### src/serdes_pkg.sv
`default_nettype none

package serdes_pkg;

  // frame geometry
  localparam int N_SAMPLES = 8;
  localparam int BIT_WIDTH = 16;
  localparam int IDX_WIDTH = $clog2(N_SAMPLES);

  // one data word on the input and output streams
  typedef logic [BIT_WIDTH-1:0] sample_t;

  // element 0 holds the first sample received
  typedef sample_t [N_SAMPLES-1:0] frame_t;

  // position of a sample inside a frame
  typedef logic [IDX_WIDTH-1:0] idx_t;

  // mirrors the index bits, so with 3 bits 3'b001 becomes 3'b100
  function automatic idx_t bit_reverse(input idx_t idx);
    idx_t rev;
    rev = '0;
    for (int b = 0; b < IDX_WIDTH; b++) begin
      rev[b] = idx[IDX_WIDTH-1-b];
    end
    return rev;
  endfunction

endpackage

`default_nettype wire

### src/serdes_deserializer.sv
`timescale 1ns/1ps
`default_nettype none

module serdes_deserializer
  import serdes_pkg::*;
(
  input  logic    clk,
  input  logic    reset,

  input  logic    in_val,
  output logic    in_rdy,
  input  sample_t in_msg,

  output logic    des_val,
  input  logic    des_rdy,
  output frame_t  des_frame
);

  typedef enum logic {
    FILL = 1'b0,
    FULL = 1'b1
  } state_t;

  state_t state;
  state_t state_next;
  idx_t   count;                      // slot that the next accepted word goes to
  idx_t   count_next;
  logic   in_xfer;
  logic   [N_SAMPLES-1:0] wr_en;      // one-hot enable into the sample registers

  assign in_xfer = in_val && in_rdy;

  // handshake outputs come straight from the state
  always_comb begin
    case (state)
      FILL: begin
        in_rdy  = 1'b1;
        des_val = 1'b0;
      end
      FULL: begin
        in_rdy  = 1'b0;
        des_val = 1'b1;
      end
      default: begin
        in_rdy  = 1'b1;
        des_val = 1'b0;
      end
    endcase
  end

  always_comb begin
    state_next = state;
    count_next = count;
    case (state)
      FILL: begin
        if (in_xfer) begin
          if (count == idx_t'(N_SAMPLES - 1)) begin
            state_next = FULL;      // the last slot is written and the frame is complete
            count_next = '0;
          end else begin
            count_next = count + idx_t'(1);
          end
        end
      end
      FULL: begin
        if (des_rdy) begin
          state_next = FILL;
        end
      end
      default: begin
        state_next = FILL;
        count_next = '0;
      end
    endcase
  end

  always_ff @(posedge clk) begin
    if (reset) begin
      state <= FILL;
      count <= '0;
    end else begin
      state <= state_next;
      count <= count_next;
    end
  end

  // the decoder only fires on an accepted word
  assign wr_en = in_xfer ? (N_SAMPLES'(1) << count) : '0;

  for (genvar i = 0; i < N_SAMPLES; i++) begin : g_sample_reg
    always_ff @(posedge clk) begin
      if (wr_en[i]) begin
        des_frame[i] <= in_msg;
      end
    end
  end

  // once the last word is in, the frame is offered and the input closes
  a_offer_after_last: assert property (@(posedge clk) disable iff (reset)
    (in_xfer && count == idx_t'(N_SAMPLES - 1)) |=> (des_val && !in_rdy))
    else $error("deserializer did not offer the frame after its last word");

  a_count_step: assert property (@(posedge clk) disable iff (reset)
    in_xfer |=> (count == idx_t'($past(count) + 1)))
    else $error("fill counter did not advance on an accepted word: %0d", count);

endmodule

`default_nettype wire

### src/serdes_bitrev_stage.sv
`timescale 1ns/1ps
`default_nettype none

module serdes_bitrev_stage
  import serdes_pkg::*;
(
  input  logic   clk,
  input  logic   reset,

  input  logic   des_val,
  output logic   des_rdy,
  input  frame_t des_frame,

  output logic   rev_val,
  input  logic   rev_rdy,
  output frame_t rev_frame
);

  logic   full;
  logic   load;
  logic   unload;
  frame_t permuted;

  assign des_rdy = !full;             // single entry, so only take a frame when empty
  assign rev_val = full;
  assign load    = des_val && des_rdy;
  assign unload  = rev_val && rev_rdy;

  // position j of the output takes input sample bit_reverse(j)
  always_comb begin
    for (int j = 0; j < N_SAMPLES; j++) begin
      permuted[j] = des_frame[bit_reverse(idx_t'(j))];
    end
  end

  always_ff @(posedge clk) begin
    if (reset) begin
      full <= 1'b0;
    end else if (load) begin
      full <= 1'b1;
    end else if (unload) begin
      full <= 1'b0;
    end
  end

  always_ff @(posedge clk) begin
    if (load) begin
      rev_frame <= permuted;
    end
  end

  // the serializer may sit on a frame for a long time under back-pressure
  a_frame_stable: assert property (@(posedge clk) disable iff (reset)
    (rev_val && !rev_rdy) |=> $stable(rev_frame))
    else $error("reordered frame changed while waiting for the serializer");

endmodule

`default_nettype wire

### src/serdes_serializer.sv
`timescale 1ns/1ps
`default_nettype none

module serdes_serializer
  import serdes_pkg::*;
(
  input  logic    clk,
  input  logic    reset,

  input  logic    rev_val,
  output logic    rev_rdy,
  input  frame_t  rev_frame,

  output logic    out_val,
  input  logic    out_rdy,
  output sample_t out_msg
);

  logic   busy;                       // a frame is being sent out
  logic   busy_next;
  idx_t   idx;
  idx_t   idx_next;
  frame_t frame_q;
  logic   load;
  logic   out_xfer;
  logic   last;

  assign rev_rdy  = !busy;
  assign out_val  = busy;
  assign load     = rev_val && rev_rdy;
  assign out_xfer = out_val && out_rdy;
  assign last     = (idx == idx_t'(N_SAMPLES - 1));

  always_comb begin
    busy_next = busy;
    idx_next  = idx;
    if (!busy) begin
      if (load) begin
        busy_next = 1'b1;
        idx_next  = '0;
      end
    end else if (out_xfer) begin
      if (last) begin
        busy_next = 1'b0;           // the frame is done and the next one can load
        idx_next  = '0;
      end else begin
        idx_next = idx + idx_t'(1);
      end
    end
  end

  always_ff @(posedge clk) begin
    if (reset) begin
      busy <= 1'b0;
      idx  <= '0;
    end else begin
      busy <= busy_next;
      idx  <= idx_next;
    end
  end

  always_ff @(posedge clk) begin
    if (load) begin
      frame_q <= rev_frame;
    end
  end

  // the sample select walks the held frame in index order
  always_comb begin
    out_msg = frame_q[0];
    for (int k = 0; k < N_SAMPLES; k++) begin
      if (idx == idx_t'(k)) begin
        out_msg = frame_q[k];
      end
    end
  end

  a_msg_stable: assert property (@(posedge clk) disable iff (reset)
    (out_val && !out_rdy) |=> (out_val && $stable(out_msg)))
    else $error("output word changed during a stall");

endmodule

`default_nettype wire

### src/serdes_top.sv
`timescale 1ns/1ps
`default_nettype none

module serdes_top
  import serdes_pkg::*;
(
  input  logic    clk,
  input  logic    reset,

  input  logic    in_val,
  output logic    in_rdy,
  input  sample_t in_msg,

  output logic    out_val,
  input  logic    out_rdy,
  output sample_t out_msg
);

  // deserializer to reorder buffer
  logic   des_val;
  logic   des_rdy;
  frame_t des_frame;

  // reorder buffer to serializer
  logic   rev_val;
  logic   rev_rdy;
  frame_t rev_frame;

  serdes_deserializer serdes_deserializer_inst (
    .clk       (clk),
    .reset     (reset),
    .in_val    (in_val),
    .in_rdy    (in_rdy),
    .in_msg    (in_msg),
    .des_val   (des_val),
    .des_rdy   (des_rdy),
    .des_frame (des_frame)
  );

  serdes_bitrev_stage serdes_bitrev_stage_inst (
    .clk       (clk),
    .reset     (reset),
    .des_val   (des_val),
    .des_rdy   (des_rdy),
    .des_frame (des_frame),
    .rev_val   (rev_val),
    .rev_rdy   (rev_rdy),
    .rev_frame (rev_frame)
  );

  serdes_serializer serdes_serializer_inst (
    .clk       (clk),
    .reset     (reset),
    .rev_val   (rev_val),
    .rev_rdy   (rev_rdy),
    .rev_frame (rev_frame),
    .out_val   (out_val),
    .out_rdy   (out_rdy),
    .out_msg   (out_msg)
  );

endmodule

`default_nettype wire

### config.mk
export PLATFORM = sky130hd
export DESIGN_NAME = serdes_top
export DESIGN_NICKNAME = d
export VERILOG_FILES = /design/src/serdes_pkg.sv /design/src/serdes_deserializer.sv /design/src/serdes_bitrev_stage.sv /design/src/serdes_serializer.sv /design/src/serdes_top.sv
export SDC_FILE = /design/constraint.sdc
export NUM_CORES = 1
export LEC_CHECK = 0
export BUFFER_PORTS_ARGS = -buffer_cell sky130_fd_sc_hd__buf_2
export CAP_MARGIN = 20
export CORE_MARGIN = 2
export CORE_UTILIZATION = 50
export CTS_CLUSTER_DIAMETER = 100
export DETAILED_ROUTE_END_ITERATION = 6
export PLACE_DENSITY = 0.66
export SKIP_CTS_REPAIR_TIMING = 1
export SYNTH_ARGS = -nofsm -noshare
export SYNTH_HDL_FRONTEND = slang
export SYNTH_SLANG_ARGS = --single-unit
### constraint.sdc
create_clock -name clk -period 8.88 [get_ports clk]
set_clock_uncertainty 0.2 [all_clocks]
set_input_delay 1.332 -clock clk [delete_from_list [all_inputs] [get_ports clk]]
set_output_delay 1.332 -clock clk [all_outputs]
set_load 0.02 [all_outputs]
==> summary.md <==
| Metric | Value |
|---|---|
| Yosys warning count | 0 |
| Cells on worst reg2reg path | 3 |
| Starting Density | 51.2% |
| DP Area | 14,500 um2 |
| R2R setup slack | roughly 6100 ps |
| Gpl congestion | 0.728 |
| Final setup fails | 0 |
| Leakage | 5.25 nW |
| Hold/Removal Path Class | register to register |
| Rows | 60 |
| Switch Pwr | 0.000681 W |
| Filler cells | ~2,000 |
| Finished Cell Area | 15,900 um2 |
| WHS Endpoint | serdes_bitrev_stage_inst.rev_frame[53] |
| Largest area contributor in the netlist | edfxtp_1 |
| CP Capture Type | output port |
| Post-synthesis sequential area ratio | between 80% and 90% |
| Chip height | 171 um |
| Slew Viols, Final | 0 |
| GRT Resource Usage Total | roughly 17% |
| Share of post-route cells with drive strength above 1 | a little under a fifth |
| Core Region | 27,100 um2 |
| FF-to-FF Start | serdes_bitrev_stage_inst.rev_val |
| Logic pwr share | 1.0% |
| I/O pin count | 38 |
| Pwr dens | about 240 nW/um2 |
| Startpoint Class | register |
| Top cells by area, synth | edfxtp_1 83%, nand2b_1 2.2%, mux2i_1 1.4% |
| TritonCTS Buffers | 38 |
| WS Path Type | register to output port |
| Max Freq | 213 MHz |
| Fin nets | 777 |
| Fraction of the mapped netlist area in adder cells | 1.08% |
| Pre-CTS worst setup slack | 4110 ps |
| Relative slew slack | 26.4% |
| H-Tree Level Count | 2 |
| CTS Sinks | a little under 400 |
| Internal power | 0.00306 W |
| Synth Instances | 683 |
| CTS tree | done |
| Pin count of the biggest net entering global routing | 67 |
| Global-route wire length before repair | roughly 37,000 um |
| Iteration-0 DRC Markers | a little under 500 |
| Final Hold Viols | 0 |
| Fin crit period | between 4000 and 5000 ps |
| Worst-path clk slew | 60 ps |
| Worst R2R End | serdes_serializer_inst.frame_q[56] |
| Clock network fraction of total power | 44.4% |
| Syn-to-layout area delta | 14.3% |
| Mux contribution to synthesized area | 1.37% |
| Diode count | 0 |
| RSZ-0062 raised after global routing | no |
| Synth Area in Simple Gates | 6.29% |
| Clk_lat worst skew | 520 ps |
| Setup_tns | 0 ps |
| Detailed Place HPWL | 13,800 um |
| Syn Area/Cell | 20.3 um2 |
| Async set or reset register ratio after synthesis | 0% |
| Die ar. | 29,100 um2 |
| Routed wire length | about 24,000 um |
| Port Buf Inserts | 37 |
| Die X | 171 um |
| Gr ovfl total | 0 |
| Syn nets | approximately 700 |
| Max Cap Viol | 0 |
| 1st-pass router iterations | 6 |
| Yosys top cell area share | around 83% |
| Post-synth EDFFs | 384 |
| Fin crit share | around 53% |
| CP Max Fanout | 16 |
| DRC | 0 |
| Vias | 6,175 |
| Final core utilization | about three fifths |
| Sw Ratio | 18.2% |
| WHS Path Cells | 0 |
| Antenna-violating nets left | 0 |
| Unique masters post-synth | 36 |
| Clock Tree Buf Depth | 3 |
| Post-synthesis compound-gate area fraction | under 10% |
| Outcome | completed |
| CTS root buf | clkbuf_16 |
| Vias per cell | 5.39 |
| Synthesized flop and latch total | about 390 |
| Initial antenna violation count | 0 |
| Largest family of logic cells by synthesized area | simple AND/OR/NAND/NOR gates |
| DR WL/cell | between 20 and 25 um |
| Seq pwr share | 54.6% |
| Worst setup margin | 4190 ps |
| Arrival time worst endpoint | 3160 ps |
| Number of global-route vias before repair | 6,399 |
| Ys flop type | edfxtp_1 |
| Syn Std Cell Area | between 10,000 and 15,000 um2 |
| Worst Path Required | around 7400 ps |
| Worst slew pin tran | 1100 ps |
| Post-Synth XOR/XNOR Area | 0% |
| Hold Path Origin | serdes_deserializer_inst.des_frame[101] |
| Largest vdd supply drop | 0.000125 V |
-- flip-flops by register name, summed over array words and instances (netlist names) --
| name | count |
|---|---|
| serdes_bitrev_stage_inst.rev_frame | 128 |
| serdes_serializer_inst.frame_q | 128 |
| serdes_deserializer_inst.des_frame | 128 |
| serdes_deserializer_inst.state | 1 |
| serdes_bitrev_stage_inst.rev_val | 1 |
| serdes_serializer_inst.out_val | 1 |
| serdes_serializer_inst.idx | 3 |
| serdes_deserializer_inst.count | 3 |
-- layout make-up --
| type | count | area (um2) | area share (%) |
|---|---|---|---|
| Timing Repair Buffer | 55 | 397 | 2.50 |
| Inverter | 7 | 26.3 | 0.166 |
| Sequential cell | 393 | 11700 | 73.9 |
| Tap cell | 372 | 465 | 2.94 |
| Multi-Input combinational cell | 250 | 1950 | 12.3 |
| Clock inverter | 23 | 302 | 1.90 |
| Clock buffer | 46 | 1000 | 6.32 |
-- cells by family (layout without fill, tap and decap cells) --
logic type,count (synthesis),count (layout)
DFF,393,393
and+or+nand+nor,131,131
AOI/OAI and AO/OA,88,88
buffers and inverters,40,131
muxes,19,19
adders and majority gates,12,12
-- critical path: stages, from the launching register on --
cell,delay [ps]
dfxtp_1,400
ha_1,220
ha_1,680
or2_2,520
a21oi_1,100
o41ai_2,490
buf_2,240
-- metal layers --
layer	wire length (um)	GRT usage, %	vias to the layer above
li1	-	-	2816
met5	0	0	-
met4	585	5.76	0
met1	10400	22.2	3192
met3	801	2.64	47
met2	12700	30.3	120
-- through the flow --
| stage | std cells | total power (W) | hold slack [ps] |
|---|---|---|---|
| finish | 1146 | 0.00374 | 213 |
| global route | 1146 | 0.00384 | 216 |
| CTS | 1142 | 0.00377 | 210 |
| detailed placement | 1073 | 0.00212 | 205 |
| global placement | 1072 | 0.00211 | 200 |
| floorplan | 683 | 0.00209 | 200 |
-- worst max-delay path by stage --
stage,from,endpoint,slack (ps)
2_1_floorplan,serdes_serializer_inst.out_val,serdes_serializer_inst.frame_q[0],1860
3_3_place_gp,serdes_serializer_inst.idx[0],out_msg[0],4230
3_5_place_dp,serdes_serializer_inst.idx[0],out_msg[0],4110
4_1_cts,serdes_serializer_inst.idx[0],out_msg[0],3550
5_1_grt,serdes_serializer_inst.idx[0],out_msg[0],4010
6_report,serdes_serializer_inst.idx[0],out_msg[0],4190
-- power by group through the flow --
stage / Clock (W) / Sequential [W] / Combinational, W
floorplan: 0 / 0.00208 / 0.0000122
global placement: 0 / 0.00208 / 0.0000331
detailed placement: 0 / 0.00208 / 0.0000360
CTS: 0.00170 / 0.00204 / 0.0000361
global route: 0.00176 / 0.00204 / 0.0000401
finish: 0.00166 / 0.00204 / 0.0000366
-- Yosys cell counts (6+ instances only) --
library cell and number:
a211oi_1 7, a211oi_2 10, a21oi_1 20, and3_1 16, and4b_1 16, buf_2 6, clkbuf_1 13, dfxtp_1 9
edfxtp_1 384, ha_1 12, inv_1 7, mux2i_1 19, nand2_1 9, nand2b_1 49, nor2_1 13, o21ai_0 16
o31ai_1 16, o41ai_1 8, o41ai_2 8, or3b_1 12
-- placed cells by master, fill, tap and decap left out, drive strengths merged, types with 2 or more instances in the layout --
master	n
edfxtp	384
buf	55
nand2b	49
clkbuf	46
a21oi	21
mux2i	19
a211oi	17
o21ai	16
and3	16
and4b	16
o31ai	16
or3b	16
o41ai	16
clkinv	14
nor2	13
ha	12
nand2	11
dfxtp	9
inv	8
bufinv	7
nor2b	3
or2	2
or3	2
and2	2
Power figures use the tool's default switching activity.
